$ cat src/design/cpu_cfg.svh
/* CPU configuration
   Word sizes, memory depth and the APB register map of the pipelined CPU */

`ifndef CPU_CFG_SVH
`define CPU_CFG_SVH

`define CPU_DATA_WIDTH      8
`define CPU_ADDR_WIDTH      8
`define CPU_MEM_DEPTH       256
`define CPU_REG_COUNT       4
`define CPU_COUNT_WIDTH     16

// APB side of the host port
`define CPU_APB_ADDR_WIDTH  12
`define CPU_APB_DATA_WIDTH  32
`define CPU_ADDR_CTRL       12'h000
`define CPU_ADDR_STATUS     12'h004
`define CPU_ADDR_CYCLES     12'h008
`define CPU_ADDR_RETIRED    12'h00C
`define CPU_ADDR_REG_BASE   12'h010
`define CPU_ADDR_REG_MASK   12'hFF3
`define CPU_ADDR_MEM_BASE   12'h100
`define CPU_ADDR_MEM_MASK   12'hF00

`endif

$ cat src/design/cpuPkg.sv
/* CPU package
   Instruction opcodes, ALU operations, APB slave states and the
   register file type shared by the core, the host port and the status bus */

`default_nettype none
`include "cpu_cfg.svh"

package cpuPkg;

  // Four-bit opcode in the low nibble of every instruction
  // ORI also decodes from 1111, since only the low three bits identify it
  typedef enum logic [3:0] {
    OP_LOAD  = 4'b0000,
    OP_STOP  = 4'b0001,
    OP_STORE = 4'b0010,
    OP_ADD   = 4'b0100,
    OP_BZ    = 4'b0101,
    OP_SUB   = 4'b0110,
    OP_ORI   = 4'b0111,
    OP_NAND  = 4'b1000,
    OP_BNZ   = 4'b1001,
    OP_NOP   = 4'b1010,
    OP_BPZ   = 4'b1101
  } opcodeE;

  typedef enum logic [2:0] {
    ALU_ADD,
    ALU_SUB,
    ALU_NAND,
    ALU_OR,
    ALU_PASS
  } aluOpE;

  typedef enum logic [1:0] {
    APB_IDLE,
    APB_ACCESS,
    APB_WAIT
  } apbStateE;

  // R0 is element 0
  typedef logic [`CPU_REG_COUNT-1:0][`CPU_DATA_WIDTH-1:0] regFileT;

endpackage

`default_nettype wire

$ cat src/design/coreStatusIf.sv
/* Core status bus
   Start request from the host and run state, retire pulses and
   register values from the core */

`timescale 1ns/10ps
`default_nettype none

interface coreStatusIf;
  logic            start;
  logic            running;
  logic            halted;
  // One pulse per instruction leaving writeback
  logic            retire;
  cpuPkg::regFileT regs;

  modport core (input start, output running, halted, retire, regs);
  modport host (output start, input running, halted, regs);
  modport monitor (input start, running, retire);
endinterface

`default_nettype wire

$ cat src/design/perfMonitor.sv
/* Performance monitor
   Saturating cycle and retired-instruction counters, cleared on start */

`timescale 1ns/10ps
`default_nettype none
`include "cpu_cfg.svh"

module perfMonitor (
  input  logic                        clock,
  input  logic                        reset,
  coreStatusIf.monitor                status,
  output logic [`CPU_COUNT_WIDTH-1:0] cycles,
  output logic [`CPU_COUNT_WIDTH-1:0] retired
);

  always_ff @(posedge clock or posedge reset) begin
    if (reset) begin
      cycles  <= '0;
      retired <= '0;
    end else if (status.start) begin
      cycles  <= '0;
      retired <= '0;
    end else begin
      // Both counters stick at all ones
      if (status.running && cycles != '1) begin
        cycles <= cycles + 1'b1;
      end
      if (status.retire && retired != '1) begin
        retired <= retired + 1'b1;
      end
    end
  end

  // Every retire happens in a running cycle, so retired cannot overtake cycles
  assert property (@(posedge clock) disable iff (reset) cycles >= retired)
    else $error("retired count exceeds cycle count");

endmodule

`default_nettype wire

$ cat src/flat_wrapper.sv
// flat-port wrapper written by rule: the top's interface ports become plain ports
module perfMonitor_flat 
  (clock, reset, cycles, retired, status_start, status_running, status_retire);
  coreStatusIf status_i ();
  input  logic clock;
  input  logic reset;
  output logic [`CPU_COUNT_WIDTH-1:0] cycles;
  output logic [`CPU_COUNT_WIDTH-1:0] retired;
  input wire logic [$bits(status_i.start)-1:0] status_start;
  input wire logic [$bits(status_i.running)-1:0] status_running;
  input wire logic [$bits(status_i.retire)-1:0] status_retire;
  assign status_i.start = status_start;
  assign status_i.running = status_running;
  assign status_i.retire = status_retire;
  perfMonitor u_core (.clock(clock), .reset(reset), .status(status_i), .cycles(cycles), .retired(retired));
endmodule
$ cat config.mk
export PLATFORM = sky130hd
export DESIGN_NAME = perfMonitor_flat
export DESIGN_NICKNAME = d
export VERILOG_FILES = /design/src/design/cpuPkg.sv /design/src/design/coreStatusIf.sv /design/src/design/perfMonitor.sv /design/src/flat_wrapper.sv
export VERILOG_INCLUDE_DIRS = /design/src /design/src/design
export SDC_FILE = /design/constraint.sdc
export NUM_CORES = 1
export LEC_CHECK = 0
export BUFFER_PORTS_ARGS = -buffer_cell sky130_fd_sc_hd__buf_2
export CELL_PAD_IN_SITES_DETAIL_PLACEMENT = 1
export CELL_PAD_IN_SITES_GLOBAL_PLACEMENT = 1
export CORE_MARGIN = 3
export CORE_UTILIZATION = 41
export DETAILED_ROUTE_END_ITERATION = 8
export PLACE_DENSITY_LB_ADDON = 0.1
export SYNTH_ARGS = -nofsm -noshare
export SYNTH_HDL_FRONTEND = slang
export SYNTH_SLANG_ARGS = --single-unit
$ cat constraint.sdc
create_clock -name clock -period 2.3 [get_ports clock]
set_clock_uncertainty 0.05 [all_clocks]
set_input_delay 0.23 -clock clock [delete_from_list [all_inputs] [get_ports clock]]
set_output_delay 0.23 -clock clock [all_outputs]
set_load 0.05 [all_outputs]
# After elaboration in Yosys (flattened, before gate mapping)
# Cells that the tools add are included.
# totals
reg_bits	32
in_bits	5
output_inout_bits	32
word_cells	14
# op_classes
addsub	2
eq_ne	2
mux	4
reduce_logical	4
# ops
cell	count
16-bit two-way mux	4
16-bit by 1-bit adder with 16-bit output (second input constant)	2
16-bit inequality test (second input constant)	2
2-bit nonzero test	2
1-bit logical AND	2

# Longest topological paths before layout
# logic_depth
ltp_word	4
depth_mapped	6
depth_no_buf	5

# Worst setup path before layout
# OpenSTA, ideal clock, no wires.
# synth_timing
kind	register to register
startpoint	reg u_core.retired[0]
endpoint	reg u_core.retired[14]
arrival_ps	1980
slack_ps	145
stages_incl_launch_ff	7
synth_period_minus_slack_ps	2155
cell_sequence	dfrtp_1 ha_1 and3_1 and4b_1 buf_2 nor4_1 mux2_2
# synth_via
elab_chain_len	3
word_cells_on_any_way	6
cone_classes	1 x add/sub; 1 x eq/ne; 2 x mux; 2 x reduce/logical
# synth_rtl
element	line_no	rtl
from (decl)	perfMonitor.sv:13	output logic [`CPU_COUNT_WIDTH-1:0] retired
from (signal assigned)	perfMonitor.sv:29	retired <= retired + 1'b1;
16-bit by 1-bit adder with 16-bit output or 16-bit inequality test (tied branches)	perfMonitor.sv:29, perfMonitor.sv:28	
16-bit two-way mux or 1-bit logical AND (tied branches)	perfMonitor.sv:28	if (status.retire && retired != '1) begin
16-bit two-way mux or 2-bit nonzero test (tied branches)	--	
# Several ways; a longest one is shown, not always the timed one. The select of a mux whose other input is x is not followed.
# A chain may end at the register's enable or synchronous reset.

# Final worst setup path
# Ends and elaborated chain as after synthesis.

==> summary.md <==
| Metric | Value |
|---|---|
| Outcome | `finished clean` |
| First-pass GRT wire length | `8204 um` |
| Clock Latency Late Sink | `0.28 ns` |
| Vias in the first global route | `1,700` |
| Max incr delay on CP | `0.41 ns` |
| Final min period | `2.003 ns` |
| DR iter-0 viols | `63` |
| Largest family of logic cells by synthesized area | `simple AND/OR/NAND/NOR gates` |
| Die height | `74.36 um` |
| DIE AREA | `5529 um^2` |
| Setup_tns | `0 ns` |
| Gr usage total | `19.12%` |
| Final Max Slew Viols | `0` |
| Synth Area in Adders | `1.306%` |
| Number of synthesized flops with an enable pin | `0` |
| Clock Sink Count | `32` |
| Cell Int Power | `0.8324 mW` |
| Sequential share of power | `51.8%` |
| Clock share of power | `39.9%` |
| Top FF cell, synth | `dfrtp_1` |
| PortBufs | `36` |
| Worst slew margin | `51.35%` |
| WL met2 | `2422 um` |
| Max-cap violations | `0` |
| Crit. End Element | `flop` |
| Setup CP Type | `flop to flop` |
| Worst EP arrival | `2.12 ns` |
| CP Cell Sequence | `ha_1 -> and3_1 -> and4b_1 -> nor4_1 -> mux2_2` |
| Period utilization | `87.10%` |
| Pwr dens | `506.0 nW/um^2` |
| Worst hold path class | `input port to flop` |
| Final WL | `5027 um` |
| Final WS setup | `0.2966 ns` |
| Sw power | `0.2837 mW` |
| Hold Slack | `0.2616 ns` |
| Top sig layer | `met4` |
| Clock Tree Root | `clkbuf_8` |
| Site Rows | `24` |
| CP max FO | `10` |
| GRT overflow | `0` |
| Warnings, synthesis | `0` |
| Distinct cells, synth | `42` |
| Nets@finish | `249` |
| Clock transition at the registers of the reported paths | `0.07 ns` |
| Gate Count Post-Synth | `206` |
| Asr flop ratio synth | `100.0%` |
| Chip width | `74.36 um` |
| Cell area after synthesis | `1916 um^2` |
| Via count | `1,767` |
| H-tree Lvls | `2` |
| Total clock buffers created by CTS | `5` |
| DP HPWL | `3530 um` |
| RSZ-0062 raised after global routing | `no` |
| Initial antenna violation count | `0` |
| Top cells by area, synth | `dfrtp_1 42%, mux2_2 4.7%, a21oi_1 4.4%, o31ai_1 3.9%, or4_1 3.9%` |
| XOR/XNOR share of the synthesized area | `0%` |
| Crit path max-delay cell type | `dfrtp_1` |
| Slew @ Worst Pin | `0.7297 ns` |
| Vias per cell | `5.990` |
| Post-route DRC | `0` |
| Combinational share of power | `8.3%` |
| CTS tree | `yes` |
| Post-detailed-route count of antenna-violating nets | `0` |
| WP data required | `2.42 ns` |
| Utilization after layout | `49.63%` |
| Post-synthesis sequential area ratio | `41.80%` |
| Leak | `0.9493 nW` |
| Simple-Gate Fraction of Synth Area | `32.14%` |
| Core area | `4444 um^2` |
| Met3 wire length | `135 um` |
| Place WS | `0.3248 ns` |
| Largest net degree at the start of global routing | `43` |
| DRT Pass-1 Iters | `4` |
| Mux cell area share after synthesis | `5.748%` |
| Synth Area in Compound Gates | `13.85%` |
| Crit path launch type | `flop` |
| P&R area growth vs syn | `15.15%` |
| Max VDD drop | `318.8 uV` |
| Share of cells above drive strength 1 | `23.87%` |
| Routed met1 length | `2427 um` |
| Peak Freq | `0.4992 GHz` |
| Flops & latches, synth | `32` |
| Mapped Avg Cell Area | `9.299 um^2` |
| Gpl congestion | `0.7888` |
| CTS Buffer Depth | `2` |
| I/O pins | `37` |
| Starting Density | `43.10%` |
| Detail-routed net length per standard cell | `17.04 um` |
| Syn nets | `213` |
| Antenna cells | `0` |
| Top cell type's share of synthesized area | `41.80%` |
| Fin. Hold Viols | `0` |
| Setup Viol. Count Final | `0` |
| Sw Ratio | `25.42%` |
| Area leader, netlist | `dfrtp_1` |
==> placed cells by master (no fill, tap or decap), drive strengths merged, types with 3 or more instances in the layout <==
cell type | Yosys | final
clkbuf | 1 | 6
mux2 | 8 | 8
a31oi | 3 | 3
a21oi | 17 | 17
nand4 | 8 | 8
and4 | 5 | 5
and3 | 3 | 3
inv | 7 | 7
nor4 | 3 | 3
o21ai | 4 | 4
buf | 7 | 38
nand3 | 12 | 12
nor2 | 19 | 19
or3 | 3 | 3
nand2b | 4 | 4
o31ai | 10 | 10
nor2b | 9 | 9
nor3 | 8 | 8
nand2 | 10 | 10
or4 | 10 | 10
dfrtp | 32 | 32
==> final timing paths <==
path | startpoint | end | slack, ns | cells past startpoint
min in group asynchronous | reset | u_core.retired[4]$_DFFE_PP0P_ | 0.53 | 4
setup reg to reg | u_core.retired[0]$_DFFE_PP0P_ | u_core.retired[14]$_DFFE_PP0P_ | 0.30 | 5
hold / removal | status_retire | u_core.retired[12]$_DFFE_PP0P_ | 0.26 | 3
max in group asynchronous | reset | u_core.cycles[0]$_DFFE_PP0P_ | 1.37 | 4
setup / recovery | u_core.retired[0]$_DFFE_PP0P_ | u_core.retired[14]$_DFFE_PP0P_ | 0.30 | 5
hold reg to reg | u_core.retired[5]$_DFFE_PP0P_ | u_core.retired[5]$_DFFE_PP0P_ | 0.52 | 2
==> power by group through the flow <==
| stage | clock network (mW) | logic, mW | registers (mW) |
|---|---|---|---|
| after floorplan | 0 | 0.0439 | 0.611 |
| after global placement | 0 | 0.0888 | 0.587 |
| after detailed placement | 0 | 0.0934 | 0.589 |
| after CTS | 0.462 | 0.0947 | 0.578 |
| after global routing | 0.485 | 0.101 | 0.579 |
| final | 0.446 | 0.0922 | 0.578 |
==> per-layer routing <==
layer | vias to the layer above | GRT usage, %
li1 | 851 | -
met1 | 882 | 25.63
met2 | 28 | 31.79
met3 | 6 | 3.378
met4 | 0 | 5.534
met5 | - | 0
==> layout make-up <==
cell class	count	area (um^2)
clock buffer	6	82.58
clock inverter	2	10.01
fill	542	2238
inverter	7	26.28
multi-input combinational	157	1016
sequential	32	800.8
tap	52	65.06
timing repair buffer	39	205.2
==> cell usage after synthesis, drive strengths merged (4+ instances only) <==
| master | n |
|---|---|
| nand3 | 12 |
| nand2b | 4 |
| or4 | 10 |
| nor3 | 8 |
| nand4 | 8 |
| buf | 7 |
| nor2b | 9 |
| mux2 | 8 |
| o31ai | 10 |
| nor2 | 19 |
| a21oi | 17 |
| nand2 | 10 |
| inv | 7 |
| dfrtp | 32 |
| o21ai | 4 |
| and4 | 5 |
==> per-stage QoR <==
step                      cells  area, um^2  total power [mW]
after detailed placement    286        2103            0.6822
after global routing        295        2206             1.166
after CTS                   295        2206             1.135
after global placement      286        2103            0.6761
final                       295        2206             1.116
after floorplan             206        1916            0.6554
==> state kept, by name (all words and copies together) (netlist names) <==
register and flops:
u_core.cycles 16, u_core.retired 16
==> cell families (layout without fill, tap and decap cells) <==
| group | count (synthesis) | in the layout |
|---|---|---|
| fa+ha+maj | 2 | 2 |
| simple gates | 103 | 103 |
| buf+inv | 17 | 54 |
| mux | 10 | 10 |
| compound gates | 42 | 42 |
| flops | 32 | 32 |
==> what timing repair did <==
item	in CTS	in global routing
setup buffers	0	0
endpoints found under the hold margin	32	0
resized for setup	0	0
hold buffers	1	0
==> worst max-delay path: cells and delay by family (launching register included) <==
family | cells | cell delay (ns)
muxes | 1 | 0.38
DFF | 1 | 0.41
and+or+nand+nor | 3 | 0.80
adders and majority gates | 1 | 0.25
Note: power is estimated with default switching activity, not from simulation.
