File: src/design/cpu_cfg.svh
/* CPU configuration
   Word sizes, memory depth and the APB register map of the pipelined CPU */

`ifndef CPU_CFG_SVH
`define CPU_CFG_SVH

`define CPU_DATA_WIDTH      8
`define CPU_ADDR_WIDTH      8
`define CPU_MEM_DEPTH       256
`define CPU_REG_COUNT       4
`define CPU_COUNT_WIDTH     16

// APB side of the host port
`define CPU_APB_ADDR_WIDTH  12
`define CPU_APB_DATA_WIDTH  32
`define CPU_ADDR_CTRL       12'h000
`define CPU_ADDR_STATUS     12'h004
`define CPU_ADDR_CYCLES     12'h008
`define CPU_ADDR_RETIRED    12'h00C
`define CPU_ADDR_REG_BASE   12'h010
`define CPU_ADDR_REG_MASK   12'hFF3
`define CPU_ADDR_MEM_BASE   12'h100
`define CPU_ADDR_MEM_MASK   12'hF00

`endif

File: src/design/cpuPkg.sv
/* CPU package
   Instruction opcodes, ALU operations, APB slave states and the
   register file type shared by the core, the host port and the status bus */

`default_nettype none
`include "cpu_cfg.svh"

package cpuPkg;

  // Four-bit opcode in the low nibble of every instruction
  // ORI also decodes from 1111, since only the low three bits identify it
  typedef enum logic [3:0] {
    OP_LOAD  = 4'b0000,
    OP_STOP  = 4'b0001,
    OP_STORE = 4'b0010,
    OP_ADD   = 4'b0100,
    OP_BZ    = 4'b0101,
    OP_SUB   = 4'b0110,
    OP_ORI   = 4'b0111,
    OP_NAND  = 4'b1000,
    OP_BNZ   = 4'b1001,
    OP_NOP   = 4'b1010,
    OP_BPZ   = 4'b1101
  } opcodeE;

  typedef enum logic [2:0] {
    ALU_ADD,
    ALU_SUB,
    ALU_NAND,
    ALU_OR,
    ALU_PASS
  } aluOpE;

  typedef enum logic [1:0] {
    APB_IDLE,
    APB_ACCESS,
    APB_WAIT
  } apbStateE;

  // R0 is element 0
  typedef logic [`CPU_REG_COUNT-1:0][`CPU_DATA_WIDTH-1:0] regFileT;

endpackage

`default_nettype wire

File: src/design/memBusIf.sv
/* Memory bus
   Instruction, data and host ports of the unified memory, with one
   modport per side: the core, the host port and the memory itself */

`timescale 1ns/10ps
`default_nettype none
`include "cpu_cfg.svh"

interface memBusIf;
  // The instruction port returns read data one cycle after the address
  logic [`CPU_ADDR_WIDTH-1:0] instrAddr;
  logic [`CPU_DATA_WIDTH-1:0] instr;

  // The data port reads combinationally so execute sees the data in the same cycle
  logic [`CPU_ADDR_WIDTH-1:0] dataAddr;
  logic [`CPU_DATA_WIDTH-1:0] dataWdata;
  logic                       dataWe;
  logic [`CPU_DATA_WIDTH-1:0] dataRdata;

  // The host port has a registered read like the instruction port
  logic [`CPU_ADDR_WIDTH-1:0] hostAddr;
  logic [`CPU_DATA_WIDTH-1:0] hostWdata;
  logic                       hostWe;
  logic [`CPU_DATA_WIDTH-1:0] hostRdata;

  modport core (output instrAddr, dataAddr, dataWdata, dataWe, input instr, dataRdata);
  modport host (output hostAddr, hostWdata, hostWe, input hostRdata);
  modport mem (
    input  instrAddr, dataAddr, dataWdata, dataWe, hostAddr, hostWdata, hostWe,
    output instr, dataRdata, hostRdata
  );
endinterface

`default_nettype wire

File: src/design/coreStatusIf.sv
/* Core status bus
   Start request from the host and run state, retire pulses and
   register values from the core */

`timescale 1ns/10ps
`default_nettype none

interface coreStatusIf;
  logic            start;
  logic            running;
  logic            halted;
  // One pulse per instruction leaving writeback
  logic            retire;
  cpuPkg::regFileT regs;

  modport core (input start, output running, halted, retire, regs);
  modport host (output start, input running, halted, regs);
  modport monitor (input start, running, retire);
endinterface

`default_nettype wire

File: src/design/apbHostPort.sv
/* APB host port
   Decodes the control, status, counter, register and memory windows,
   adds one wait state to memory reads and starts the core on a CTRL write */

`timescale 1ns/10ps
`default_nettype none
`include "cpu_cfg.svh"

module apbHostPort (
  input  logic                           clock,
  input  logic                           reset,
  input  logic [`CPU_APB_ADDR_WIDTH-1:0] paddr,
  input  logic                           psel,
  input  logic                           penable,
  input  logic                           pwrite,
  input  logic [`CPU_APB_DATA_WIDTH-1:0] pwdata,
  output logic [`CPU_APB_DATA_WIDTH-1:0] prdata,
  output logic                           pready,
  output logic                           pslverr,
  memBusIf.host                          mem,
  coreStatusIf.host                      status,
  input  logic [`CPU_COUNT_WIDTH-1:0]    cycles,
  input  logic [`CPU_COUNT_WIDTH-1:0]    retired
);
  cpuPkg::apbStateE state;
  logic isCtrl;
  logic isStatus;
  logic isCycles;
  logic isRetired;
  logic isReg;
  logic isMem;
  logic refused;
  logic memRead;
  logic accessPhase;
  logic startPulse;

  assign isCtrl    = paddr == `CPU_ADDR_CTRL;
  assign isStatus  = paddr == `CPU_ADDR_STATUS;
  assign isCycles  = paddr == `CPU_ADDR_CYCLES;
  assign isRetired = paddr == `CPU_ADDR_RETIRED;
  assign isReg     = (paddr & `CPU_ADDR_REG_MASK) == `CPU_ADDR_REG_BASE;
  assign isMem     = (paddr & `CPU_ADDR_MEM_MASK) == `CPU_ADDR_MEM_BASE;

  // Memory and CTRL writes are locked out while a program runs
  assign refused     = pwrite && (isCtrl || isMem) && status.running;
  assign memRead     = !pwrite && isMem;
  assign accessPhase = (state == cpuPkg::APB_ACCESS) && psel && penable;

  always_ff @(posedge clock or posedge reset) begin
    if (reset) begin
      state      <= cpuPkg::APB_IDLE;
      startPulse <= 1'b0;
    end else begin
      startPulse <= accessPhase && pwrite && isCtrl && pwdata[0] && !status.running;
      case (state)
        cpuPkg::APB_IDLE: begin
          if (psel && !penable) begin
            state <= cpuPkg::APB_ACCESS;
          end
        end
        cpuPkg::APB_ACCESS: begin
          if (!psel) begin
            state <= cpuPkg::APB_IDLE;
          end else if (penable) begin
            state <= memRead ? cpuPkg::APB_WAIT : cpuPkg::APB_IDLE;
          end
        end
        default: state <= cpuPkg::APB_IDLE;
      endcase
    end
  end

  // The memory latches its read data during the first access cycle
  assign pready  = (accessPhase && !memRead) || (state == cpuPkg::APB_WAIT);
  assign pslverr = pready && (refused || !(isCtrl || isStatus || isCycles || isRetired ||
                                           isReg || isMem));

  always_comb begin
    prdata = '0;
    if (state == cpuPkg::APB_WAIT) begin
      prdata[`CPU_DATA_WIDTH-1:0] = mem.hostRdata;
    end else if (isStatus) begin
      prdata[1:0] = {status.running, status.halted};
    end else if (isCycles) begin
      prdata[`CPU_COUNT_WIDTH-1:0] = cycles;
    end else if (isRetired) begin
      prdata[`CPU_COUNT_WIDTH-1:0] = retired;
    end else if (isReg) begin
      prdata[`CPU_DATA_WIDTH-1:0] = status.regs[paddr[3:2]];
    end
  end

  assign mem.hostAddr  = paddr[`CPU_ADDR_WIDTH-1:0];
  assign mem.hostWdata = pwdata[`CPU_DATA_WIDTH-1:0];
  assign mem.hostWe    = accessPhase && pwrite && isMem && !status.running;
  assign status.start  = startPulse;

  assert property (@(posedge clock) disable iff (reset) pready |-> psel && penable)
    else $error("pready raised outside an APB access phase");

  // The core only raises running in the cycle after start
  assert property (@(posedge clock) disable iff (reset) status.start |-> !status.running)
    else $error("start pulsed while the core was running");

endmodule

`default_nettype wire

File: src/flat_wrapper.sv
// flat-port wrapper written by rule: the top's interface ports become plain ports
module apbHostPort_flat 
  (clock, reset, paddr, psel, penable, pwrite, pwdata, prdata, pready, pslverr, cycles, retired, mem_hostAddr, mem_hostWdata, mem_hostWe, mem_hostRdata, status_start, status_running, status_halted, status_regs);
  memBusIf mem_i ();
  coreStatusIf status_i ();
  input  logic clock;
  input  logic reset;
  input  logic [`CPU_APB_ADDR_WIDTH-1:0] paddr;
  input  logic psel;
  input  logic penable;
  input  logic pwrite;
  input  logic [`CPU_APB_DATA_WIDTH-1:0] pwdata;
  output logic [`CPU_APB_DATA_WIDTH-1:0] prdata;
  output logic pready;
  output logic pslverr;
  input  logic [`CPU_COUNT_WIDTH-1:0] cycles;
  input  logic [`CPU_COUNT_WIDTH-1:0] retired;
  output wire logic [$bits(mem_i.hostAddr)-1:0] mem_hostAddr;
  output wire logic [$bits(mem_i.hostWdata)-1:0] mem_hostWdata;
  output wire logic [$bits(mem_i.hostWe)-1:0] mem_hostWe;
  input wire logic [$bits(mem_i.hostRdata)-1:0] mem_hostRdata;
  output wire logic [$bits(status_i.start)-1:0] status_start;
  input wire logic [$bits(status_i.running)-1:0] status_running;
  input wire logic [$bits(status_i.halted)-1:0] status_halted;
  input wire logic [$bits(status_i.regs)-1:0] status_regs;
  assign mem_hostAddr = mem_i.hostAddr;
  assign mem_hostWdata = mem_i.hostWdata;
  assign mem_hostWe = mem_i.hostWe;
  assign mem_i.hostRdata = mem_hostRdata;
  assign status_start = status_i.start;
  assign status_i.running = status_running;
  assign status_i.halted = status_halted;
  assign status_i.regs = status_regs;
  apbHostPort u_core (.clock(clock), .reset(reset), .paddr(paddr), .psel(psel), .penable(penable), .pwrite(pwrite), .pwdata(pwdata), .prdata(prdata), .pready(pready), .pslverr(pslverr), .mem(mem_i), .status(status_i), .cycles(cycles), .retired(retired));
endmodule
File: config.mk
export PLATFORM = sky130hd
export DESIGN_NAME = apbHostPort_flat
export DESIGN_NICKNAME = d
export VERILOG_FILES = /design/src/design/cpuPkg.sv /design/src/design/memBusIf.sv /design/src/design/coreStatusIf.sv /design/src/design/apbHostPort.sv /design/src/flat_wrapper.sv
export VERILOG_INCLUDE_DIRS = /design/src /design/src/design
export SDC_FILE = /design/constraint.sdc
export NUM_CORES = 1
export LEC_CHECK = 0
export ABC_AREA = 1
export BUFFER_PORTS_ARGS = -buffer_cell sky130_fd_sc_hd__buf_4
export CORE_ASPECT_RATIO = 1.1
export CORE_MARGIN = 2
export CORE_UTILIZATION = 30
export CTS_CLUSTER_SIZE = 8
export DETAILED_ROUTE_END_ITERATION = 6
export GPL_TIMING_DRIVEN = 0
export PLACE_DENSITY = 0.8
export REMOVE_ABC_BUFFERS = 1
export SLEW_MARGIN = 20
export SYNTH_ARGS = -nofsm -noshare
export SYNTH_HDL_FRONTEND = slang
export SYNTH_SLANG_ARGS = --single-unit
File: constraint.sdc
create_clock -name clock -period 1.6 [get_ports clock]
set_input_delay 0.32 -clock clock [delete_from_list [all_inputs] [get_ports clock]]
set_output_delay 0.32 -clock clock [all_outputs]
set_load 0.01 [all_outputs]
## After elaboration in Yosys (flattened, before gate mapping)

Cells that the tools add are included.

- Magnitude comparators: 1
- Eq/ne operators: 9
- Multiplexer cells: 15
- Reductions and logical operators: 30

Operator list:

| cell | number |
|---|---|
| $mux 8 | 6 |
| $eq 12x4->1 const B | 2 |
| $bmux 8 s2 | 1 |
| $mux 16 | 1 |
| $logic_and 1x1->1 | 14 |
| $mux 14 | 1 |
| $eq 12x3->1 const B | 1 |
| $logic_not 12->1 | 1 |
| $eq 10x3->1 const B | 1 |
| $mux 2 | 5 |
| $logic_or 1x1->1 | 8 |
| $logic_not 1->1 | 5 |
| $eq 4x1->1 const B | 1 |
| $pmux 2 s2 | 1 |
| $lt 2x3->1 const B | 1 |
| $ne 3x3->1 const B | 1 |
| $eq 2x1->1 const B | 1 |
| $eq 2x2->1 const B | 1 |
| $logic_not 2->1 | 1 |
| $ne 2x1->1 const B | 1 |
| $reduce_and 2->1 | 1 |

- Register bits: 3
- Word-level logic and storage cells: 57
- Output and inout port bits: 52

## Depth between registers and ports, before layout

Gate-level depths: netlist of run 1.

- Depth after elaboration: 9
- Mapped depth: 10
- Depth with buffers taken out: 9

## Worst setup path before layout of run 1

OpenSTA, ideal clock, no wires.

- Path kind: in2out
- Start point: input paddr[7]
- End point: output prdata[10]
- Arrival: 1,265 ps
- Stages on the path: 7
- Required time: 1,280 ps
- Setup slack: 15 ps
- Cells stage by stage: nor2_1 > nand2_2 > inv_1 > nand3_2 > inv_2 > nand2_1 > a21oi_1

- Longest elaborated chain between the ends: 5
- Elaborated cells on any way between the ends: 7

RTL lines:

| what | line | RTL |
|---|---|---|
| from (decl) | flat_wrapper.sv:8 | `` input logic [`CPU_APB_ADDR_WIDTH-1:0] paddr; `` |
| $eq 12x4->1 (no source line) | - |  |
| $mux 8 | apbHostPort.sv:86 | `end else if (isRetired) begin` |
| $mux 16 | apbHostPort.sv:84 | `end else if (isCycles) begin` |
| $mux 14 * | apbHostPort.sv:82 | `end else if (isStatus) begin` |
| $mux 8 * | apbHostPort.sv:80 | `if (state == cpuPkg::APB_WAIT) begin` |
| to (decl) | flat_wrapper.sv:13 | `` output logic [`CPU_APB_DATA_WIDTH-1:0] prdata; `` |

Every way passes the cells marked *; elsewhere a longest branch is shown, timed or not.

## Worst setup path in the final report of run 1

- Start point: input paddr[11]
- End point: output prdata[15]

The elaborated chain is that of the path after synthesis.

==> results of run 1 <==
stage by stage:
| step | TNS, ps | cell area (um2) | util | hold slack, ps | instances |
|---|---|---|---|---|---|
| global placement | -5760 | 2010 | 0.504 | 194 | 391 |
| floorplan | 0 | 1050 | - | 73.6 | 219 |
| detailed placement | -6040 | 2010 | 0.504 | 197 | 391 |
| global route | -3810 | 2420 | 0.607 | 277 | 409 |
| CTS | -1990 | 2320 | 0.581 | 276 | 407 |
| finish | -2260 | 2420 | 0.607 | 281 | 409 |
worst max-delay path, stage by stage:
cell,delay (ps)
buf_6,90
nor2_4,180
nand2_4,120
nor2_4,170
nand3_4,120
inv_6,100
nand2_1,70
a21oi_2,130
buf_4,140
sequential cells by signal (all words and copies together), names as in the netlist:
name                 flops
u_core.state             2
u_core.status.start      1
per-layer routing:
layer	GRT usage	part of all wire
met1	0.228	0.35
met2	0.388	0.53
met3	0.0722	0.11
met4	0.0486	0.0088
met5	0	0
worst max-delay path by stage:
stage                                      from    endpoint  slack [ps]  depth (start not counted)
finish                                paddr[11]  prdata[15]        -160                          9
detailed placement                     paddr[7]   prdata[1]        -400                          9
global placement    u_core.state[0]$_DFFE_PP0P_   prdata[0]        -370                          7
CTS                                   paddr[10]  prdata[12]        -130                          9
floorplan                              paddr[7]  prdata[10]          10                          7
global route                          paddr[11]     pslverr        -230                          9
timing repair:
| action | CTS | global route |
|---|---|---|
| setup endpoints to repair | 18 | 19 |
| setup buffers | 10 | 2 |
| gates resized for setup | 47 | 24 |
| gates cloned | 1 | 0 |
| hold buffers | 1 | 0 |
| pin swaps | 35 | 20 |
| hold endpoints to repair | 3 | 0 |
layout make-up:
| class | instances | area [um2] | share of cell area |
|---|---|---|---|
| tap | 52 | 65.1 | 0.0269 |
| multi-input combinational | 203 | 1120 | 0.462 |
| sequential | 3 | 75.1 | 0.0310 |
| inverter | 13 | 70.1 | 0.0289 |
| timing repair buffer | 133 | 1040 | 0.430 |
| timing repair inverter | 1 | 5.00 | 0.00207 |
| clock buffer | 4 | 45.0 | 0.0186 |
logic make-up (layout without fill, tap and decap cells):
logic type / Yosys count / count (layout) / synth area share
buf+inv: 48 / 151 / 0.250
other cells: 1 / 16 / 0.00299
simple gates: 176 / 176 / 0.641
flops: 3 / 3 / 0.0599
compound gates: 11 / 11 / 0.0459
power by group through the flow:
stage | Clock [mW] | Combinational, mW | Sequential (mW)
6_report | 0.215 | 0.378 | 0.0795
3_5_place_dp | 0 | 0.328 | 0.0801
2_1_floorplan | 0 | 0.0976 | 0.0798
5_1_grt | 0.230 | 0.410 | 0.0794
4_1_cts | 0.221 | 0.368 | 0.0793
3_3_place_gp | 0 | 0.325 | 0.0800
synth_stat cells (2+ instances only):
cell      instances  area (um2)
inv_1             8        30.0
or2_2             2        12.5
nand3b_1          2        15.0
a21oi_1          10        50.1
nand4_1           3        18.8
nor2_1           12        45.0
nand2_1          98         368
inv_2             3        11.3
nand2_2           4        25.0
nor2_4            4        45.0
nand3_1          42         210
dfrtp_1           3        75.1
nor2_2            4        25.0
buf_4            35         263
==> results.json, run 1 <==
{
  "grt_max_degree": 14,
  "rsz0062_at_grt": "yes",
  "start_util": 0.314,
  "setup.worst_path.end_class": "output port",
  "layout_setup_ws_ps": -161,
  "cp-start-kind": "input pin",
  "synth-async-reset-ratio": 1.00,
  "wirelength_um": 5260,
  "r2r_slack_ps": 320,
  "pin_count": 175,
  "min_period_ps": 1760,
  "maxSlewViolCount": 0,
  "clkTransAtPathRegs_ps": 30,
  "viasPerCell": 4.76,
  "gp_congestion": 0.803,
  "pwr_density_cell_nw_per_um2": 277,
  "cts_inserted_buffers": 3,
  "ant_nets": 0,
  "drc": 0,
  "hold_path_end": "u_core.state[0]$_DFFE_PP0P_",
  "skew_ps": 3.01,
  "clkPwrFrac": 0.320,
  "power.switching_mw": 0.213,
  "holdCritPathClass": "input pin to flip-flop",
  "synth_edf_count": 0,
  "synthDistinctLibCells": 23,
  "hold_violations": 0,
  "nets": 481,
  "ys_warn_count": 0,
  "drv_cap": 0,
  "dpl_worst_slack_ps": -398,
  "routedWlPerCell_um": 12.9,
  "fin_total_pwr_mw": 0.672,
  "seqPwrFrac": 0.118,
  "p_sw_frac": 0.318,
  "mostFrequentLayoutCells": "121 x buf_4, 92 x nand2_1, 28 x nand3_1",
  "die_h_um": 71.8,
  "portBuffers": 120,
  "die_width_um": 65.6,
  "grt_pass1_vias": 1845,
  "peakVddDrop_mv": 0.157,
  "p_leak_nw": 1.28,
  "dpl.hpwl_um": 4010,
  "rr_endpoint": "u_core.status.start$_DFF_PP0_",
  "overflow": 0,
  "avgSynthCellArea_um2": 5.25,
  "n_antenna_cell": 0,
  "grtUsageTotal": 0.211,
  "reg2regPathDepth": 7,
  "layout_commonest_cell": "buf_4",
  "grt_pass1_wl_um": 7930,
  "die_area_um2": 4710,
  "syn_inst": 239,
  "coreArea_um2": 3990,
  "ys_seq_elements": 3,
  "nFillCells": 398,
  "status": "finished, violations left",
  "clockBufferDepth": 2,
  "crit_type": "input pin to output port",
  "path_max_fanout": 8,
  "clock_latency_ps": 210,
  "syn_area_um2": 1250,
  "intPower_mw": 0.458,
  "cts_tree": "built",
  "r2r-start": "u_core.state[1]$_DFFE_PP0P_",
  "power_frac_comb": 0.562,
  "violations": "setup timing",
  "synthFlopType": "dfrtp_1",
  "root_buffer": "clkbuf_8",
  "layout-drive-gt1-share": 0.552,
  "cp.arrival_ps": 1440,
  "holdCritStartpoint": "penable",
  "drt-pass1-iter-count": 4,
  "ys_seq_area_frac": 0.0599,
  "htree_num_levels": 1,
  "fmax_mhz": 568,
  "setup_viol": 19,
  "syn_to_final_growth_pct": 93.2,
  "clock_sinks": 3,
  "drt_iter0_drc": 32,
  "num_rows": 24,
  "whs_path_depth": 2,
  "vias": 1945,
  "critPathRequiredTime_ps": 1280,
  "fin_crit_sh": 1.10,
  "antenna_found_initial": 0
}
No activity file was read; power rests on OpenSTA's default activity.
==> run 2: changes to the inputs <==
--- a/config.mk
+++ b/config.mk
@@ -8,11 +8,9 @@
 export LEC_CHECK = 0
-export ABC_AREA = 1
 export BUFFER_PORTS_ARGS = -buffer_cell sky130_fd_sc_hd__buf_4
-export CORE_ASPECT_RATIO = 1.1
-export CORE_MARGIN = 2
-export CORE_UTILIZATION = 30
+export CORE_AREA = 2 2 67 69
 export CTS_CLUSTER_SIZE = 8
 export DETAILED_ROUTE_END_ITERATION = 6
+export DIE_AREA = 0 0 69 71
 export GPL_TIMING_DRIVEN = 0
-export PLACE_DENSITY = 0.8
+export PLACE_DENSITY = 0.78
 export REMOVE_ABC_BUFFERS = 1
--- a/constraint.sdc
+++ b/constraint.sdc
@@ -3,2 +3,2 @@
 set_output_delay 0.32 -clock clock [all_outputs]
-set_load 0.01 [all_outputs]
+set_load 0.02 [all_outputs]
==> run 2 against run 1 <==
Against the previous run: the run still ends with setup timing left; clock power is 4% higher; final area is 7.7% lower; critical path depth is 3 lower; die area is 4.0% higher; worst hold slack worse by 10 ps; non-clock buffer count stayed put; cell count is 25% lower; synthesized cell count is 40% lower; flip-flop and latch count stayed put; setup slack worse by 400 ps; critical path type unchanged; largest cell class is now buffers.
==> results.json, run 2 <==
{
  "crit_type": "input pin to output port",
  "r2r-start": "u_core.state[1]$_DFFE_PP0P_",
  "die_width_um": 69,
  "clockBufferDepth": 2,
  "whs_path_depth": 2,
  "synth-async-reset-ratio": 1.00,
  "cp_slowest_cell": "or4_4",
  "fmax_mhz": 463,
  "grt_max_degree": 19,
  "die_h_um": 71,
  "p_leak_nw": 1.04,
  "antenna_found_initial": 0,
  "ys_warn_count": 0,
  "grtUsageTotal": 0.187,
  "rsz0062_at_grt": "yes",
  "layout_setup_ws_ps": -560,
  "layout_commonest_cell": "buf_4",
  "setup.worst_path.end_class": "output port",
  "maxSlewViolCount": 0,
  "root_buffer": "clkbuf_8",
  "syn_to_final_growth_pct": 95.3,
  "cp-startpoint": "paddr[6]",
  "ant_nets": 0,
  "holdCritStartpoint": "penable",
  "pwr_density_cell_nw_per_um2": 313,
  "yosys-top-cells-count": "32 x buf_4, 10 x a32oi_1, 9 x clkbuf_1, 9 x nand2_1",
  "layout-drive-gt1-share": 0.676,
  "cpPeakStageDelay_ps": 550,
  "reg2regPathDepth": 3,
  "syn_area_um2": 1140,
  "viasPerCell": 5.15,
  "maxSlewHeadroom": 0.589,
  "setup_viol": 19,
  "wirelength_um": 5170,
  "ys_seq_elements": 3,
  "grt_pass1_wl_um": 7350,
  "path_max_fanout": 3,
  "synthDistinctLibCells": 37,
  "synth_edf_count": 0,
  "start_util": 0.272,
  "critPathRequiredTime_ps": 1280,
  "hold_violations": 0,
  "skew_ps": 2.28,
  "overflow": 0,
  "regArea_um2": 76.3,
  "cp.arrival_ps": 1840,
  "coreArea_um2": 4200,
  "routedWlPerCell_um": 16.9,
  "holdCritPathClass": "input pin to flip-flop",
  "place_inst": 287,
  "mostFrequentLayoutCells": "121 x buf_4, 16 x conb_1, 9 x nand2_1, 9 x a32oi_1",
  "multi_input_area_um2": 983,
  "status": "finished, violations left",
  "grt_pass1_vias": 1554,
  "dpl.hpwl_um": 3730,
  "syn_inst": 144,
  "clock_latency_ps": 220,
  "drt_iter0_drc": 42,
  "die_area_um2": 4900,
  "worst_pin_slew_ps": 614,
  "drc": 0,
  "clock_sinks": 3,
  "num_rows": 24,
  "drv_cap": 0,
  "pin_count": 175,
  "synth.top_cells.by_area": "buf_4 21%, mux4_2 16%, a32oi_1 7.7%",
  "synthFlopType": "dfrtp_1",
  "portBuffers": 120,
  "n_antenna_cell": 0,
  "fin_crit_sh": 1.35,
  "path_cells": "buf_8, or4_4, o2111ai_4, a21oi_2, or4_4, buf_6",
  "largest_reg_flops": 2,
  "largest-register": "u_core.state",
  "yosysMostFrequentCell": "buf_4",
  "netlist.area_leader.share": 0.210,
  "gp_congestion": 0.700,
  "cts_tree": "built",
  "avgSynthCellArea_um2": 7.95,
  "hold_ws_ps": 271,
  "cts_inserted_buffers": 3,
  "htree_num_levels": 1,
  "drt-pass1-iter-count": 4,
  "critPathMostFrequentCell": "or4_4",
  "yosysTopAreaCell": "buf_4",
  "violations": "setup timing",
  "peakVddDrop_mv": 0.188,
  "instances_no_fill": 305,
  "clkTransAtPathRegs_ps": 30,
  "vias": 1570,
  "cp-start-kind": "input pin",
  "min_period_ps": 2160,
  "ys_seq_area_frac": 0.0656,
  "nFillCells": 421,
  "nets": 377
}
-- run 2: logic make-up after synthesis --
| group | synth area share |
|---|---|
| AND/OR/NAND/NOR | 0.275 |
| flip-flops | 0.0656 |
| multiplexers | 0.157 |
| other | 0.00328 |
| AO/OA/AOI/OAI | 0.226 |
| XOR/XNOR | 0.00765 |
| buffers and inverters | 0.264 |
-- run 2: per-stage QoR --
| step | total power, mW | instance area [um2] | utilization | setup TNS (ps) | worst slack, ps |
|---|---|---|---|---|---|
| floorplan | 0.184 | 906 | - | -7040 | -567 |
| global placement | 0.416 | 1870 | 0.445 | -14280 | -927 |
| detailed placement | 0.426 | 1870 | 0.445 | -14430 | -923 |
| CTS | 0.674 | 2060 | 0.490 | -7440 | -541 |
| global route | 0.742 | 2240 | 0.532 | -9830 | -591 |
| finish | 0.701 | 2240 | 0.532 | -8320 | -560 |
-- run 2: path summary, 6_finish.rpt --
kind	slack, ps	end
worst max-delay path	-560	prdata[0]
worst min-delay path	270	u_core.state[0]$_DFFE_PP0P_
worst max register to register	130	u_core.status.start$_DFF_PP0_
worst min register to register	490	u_core.state[0]$_DFFE_PP0P_
max in group asynchronous	920	u_core.state[1]$_DFFE_PP0P_
min in group asynchronous	540	u_core.status.start$_DFF_PP0_
-- run 2: layer usage --
metal	up-vias	routed length, um	track usage
li1	725	-	-
met1	720	1790	0.198
met4	0	121	0.0893
met2	115	2660	0.334
met5	-	0	0
met3	10	590	0.0641
-- run 2: area by class of cell --
cell class              instances  area share
clock buffers                   4      0.0201
inverters                       2     0.00336
multi-input cells             111       0.440
flip-flops and latches          3      0.0341
well taps                      52      0.0291
repair buffers                133       0.473
-- run 2: where the power goes --
part | internal (mW) | switching, mW | total [mW]
logic | 0.228 | 0.170 | 0.399
clock network | 0.170 | 0.0527 | 0.223
registers | 0.0778 | 0.00179 | 0.0796
total | 0.476 | 0.225 | 0.701
-- run 2: timing repair --
action                                  CTS  global route
gates cloned                              0             1
gates resized for setup                  24            19
hold endpoints to repair                  3             0
setup buffers                             5             7
endpoints found under the setup margin   19            19
hold buffers                              1             0
pin swaps                                 6            19
-- run 2: worst max-delay path, delay by kind of cell --
family | cells | cell delay [ps]
and+or+nand+nor | 2 | 970
AOI/OAI and AO/OA | 2 | 290
buffers and inverters | 2 | 250
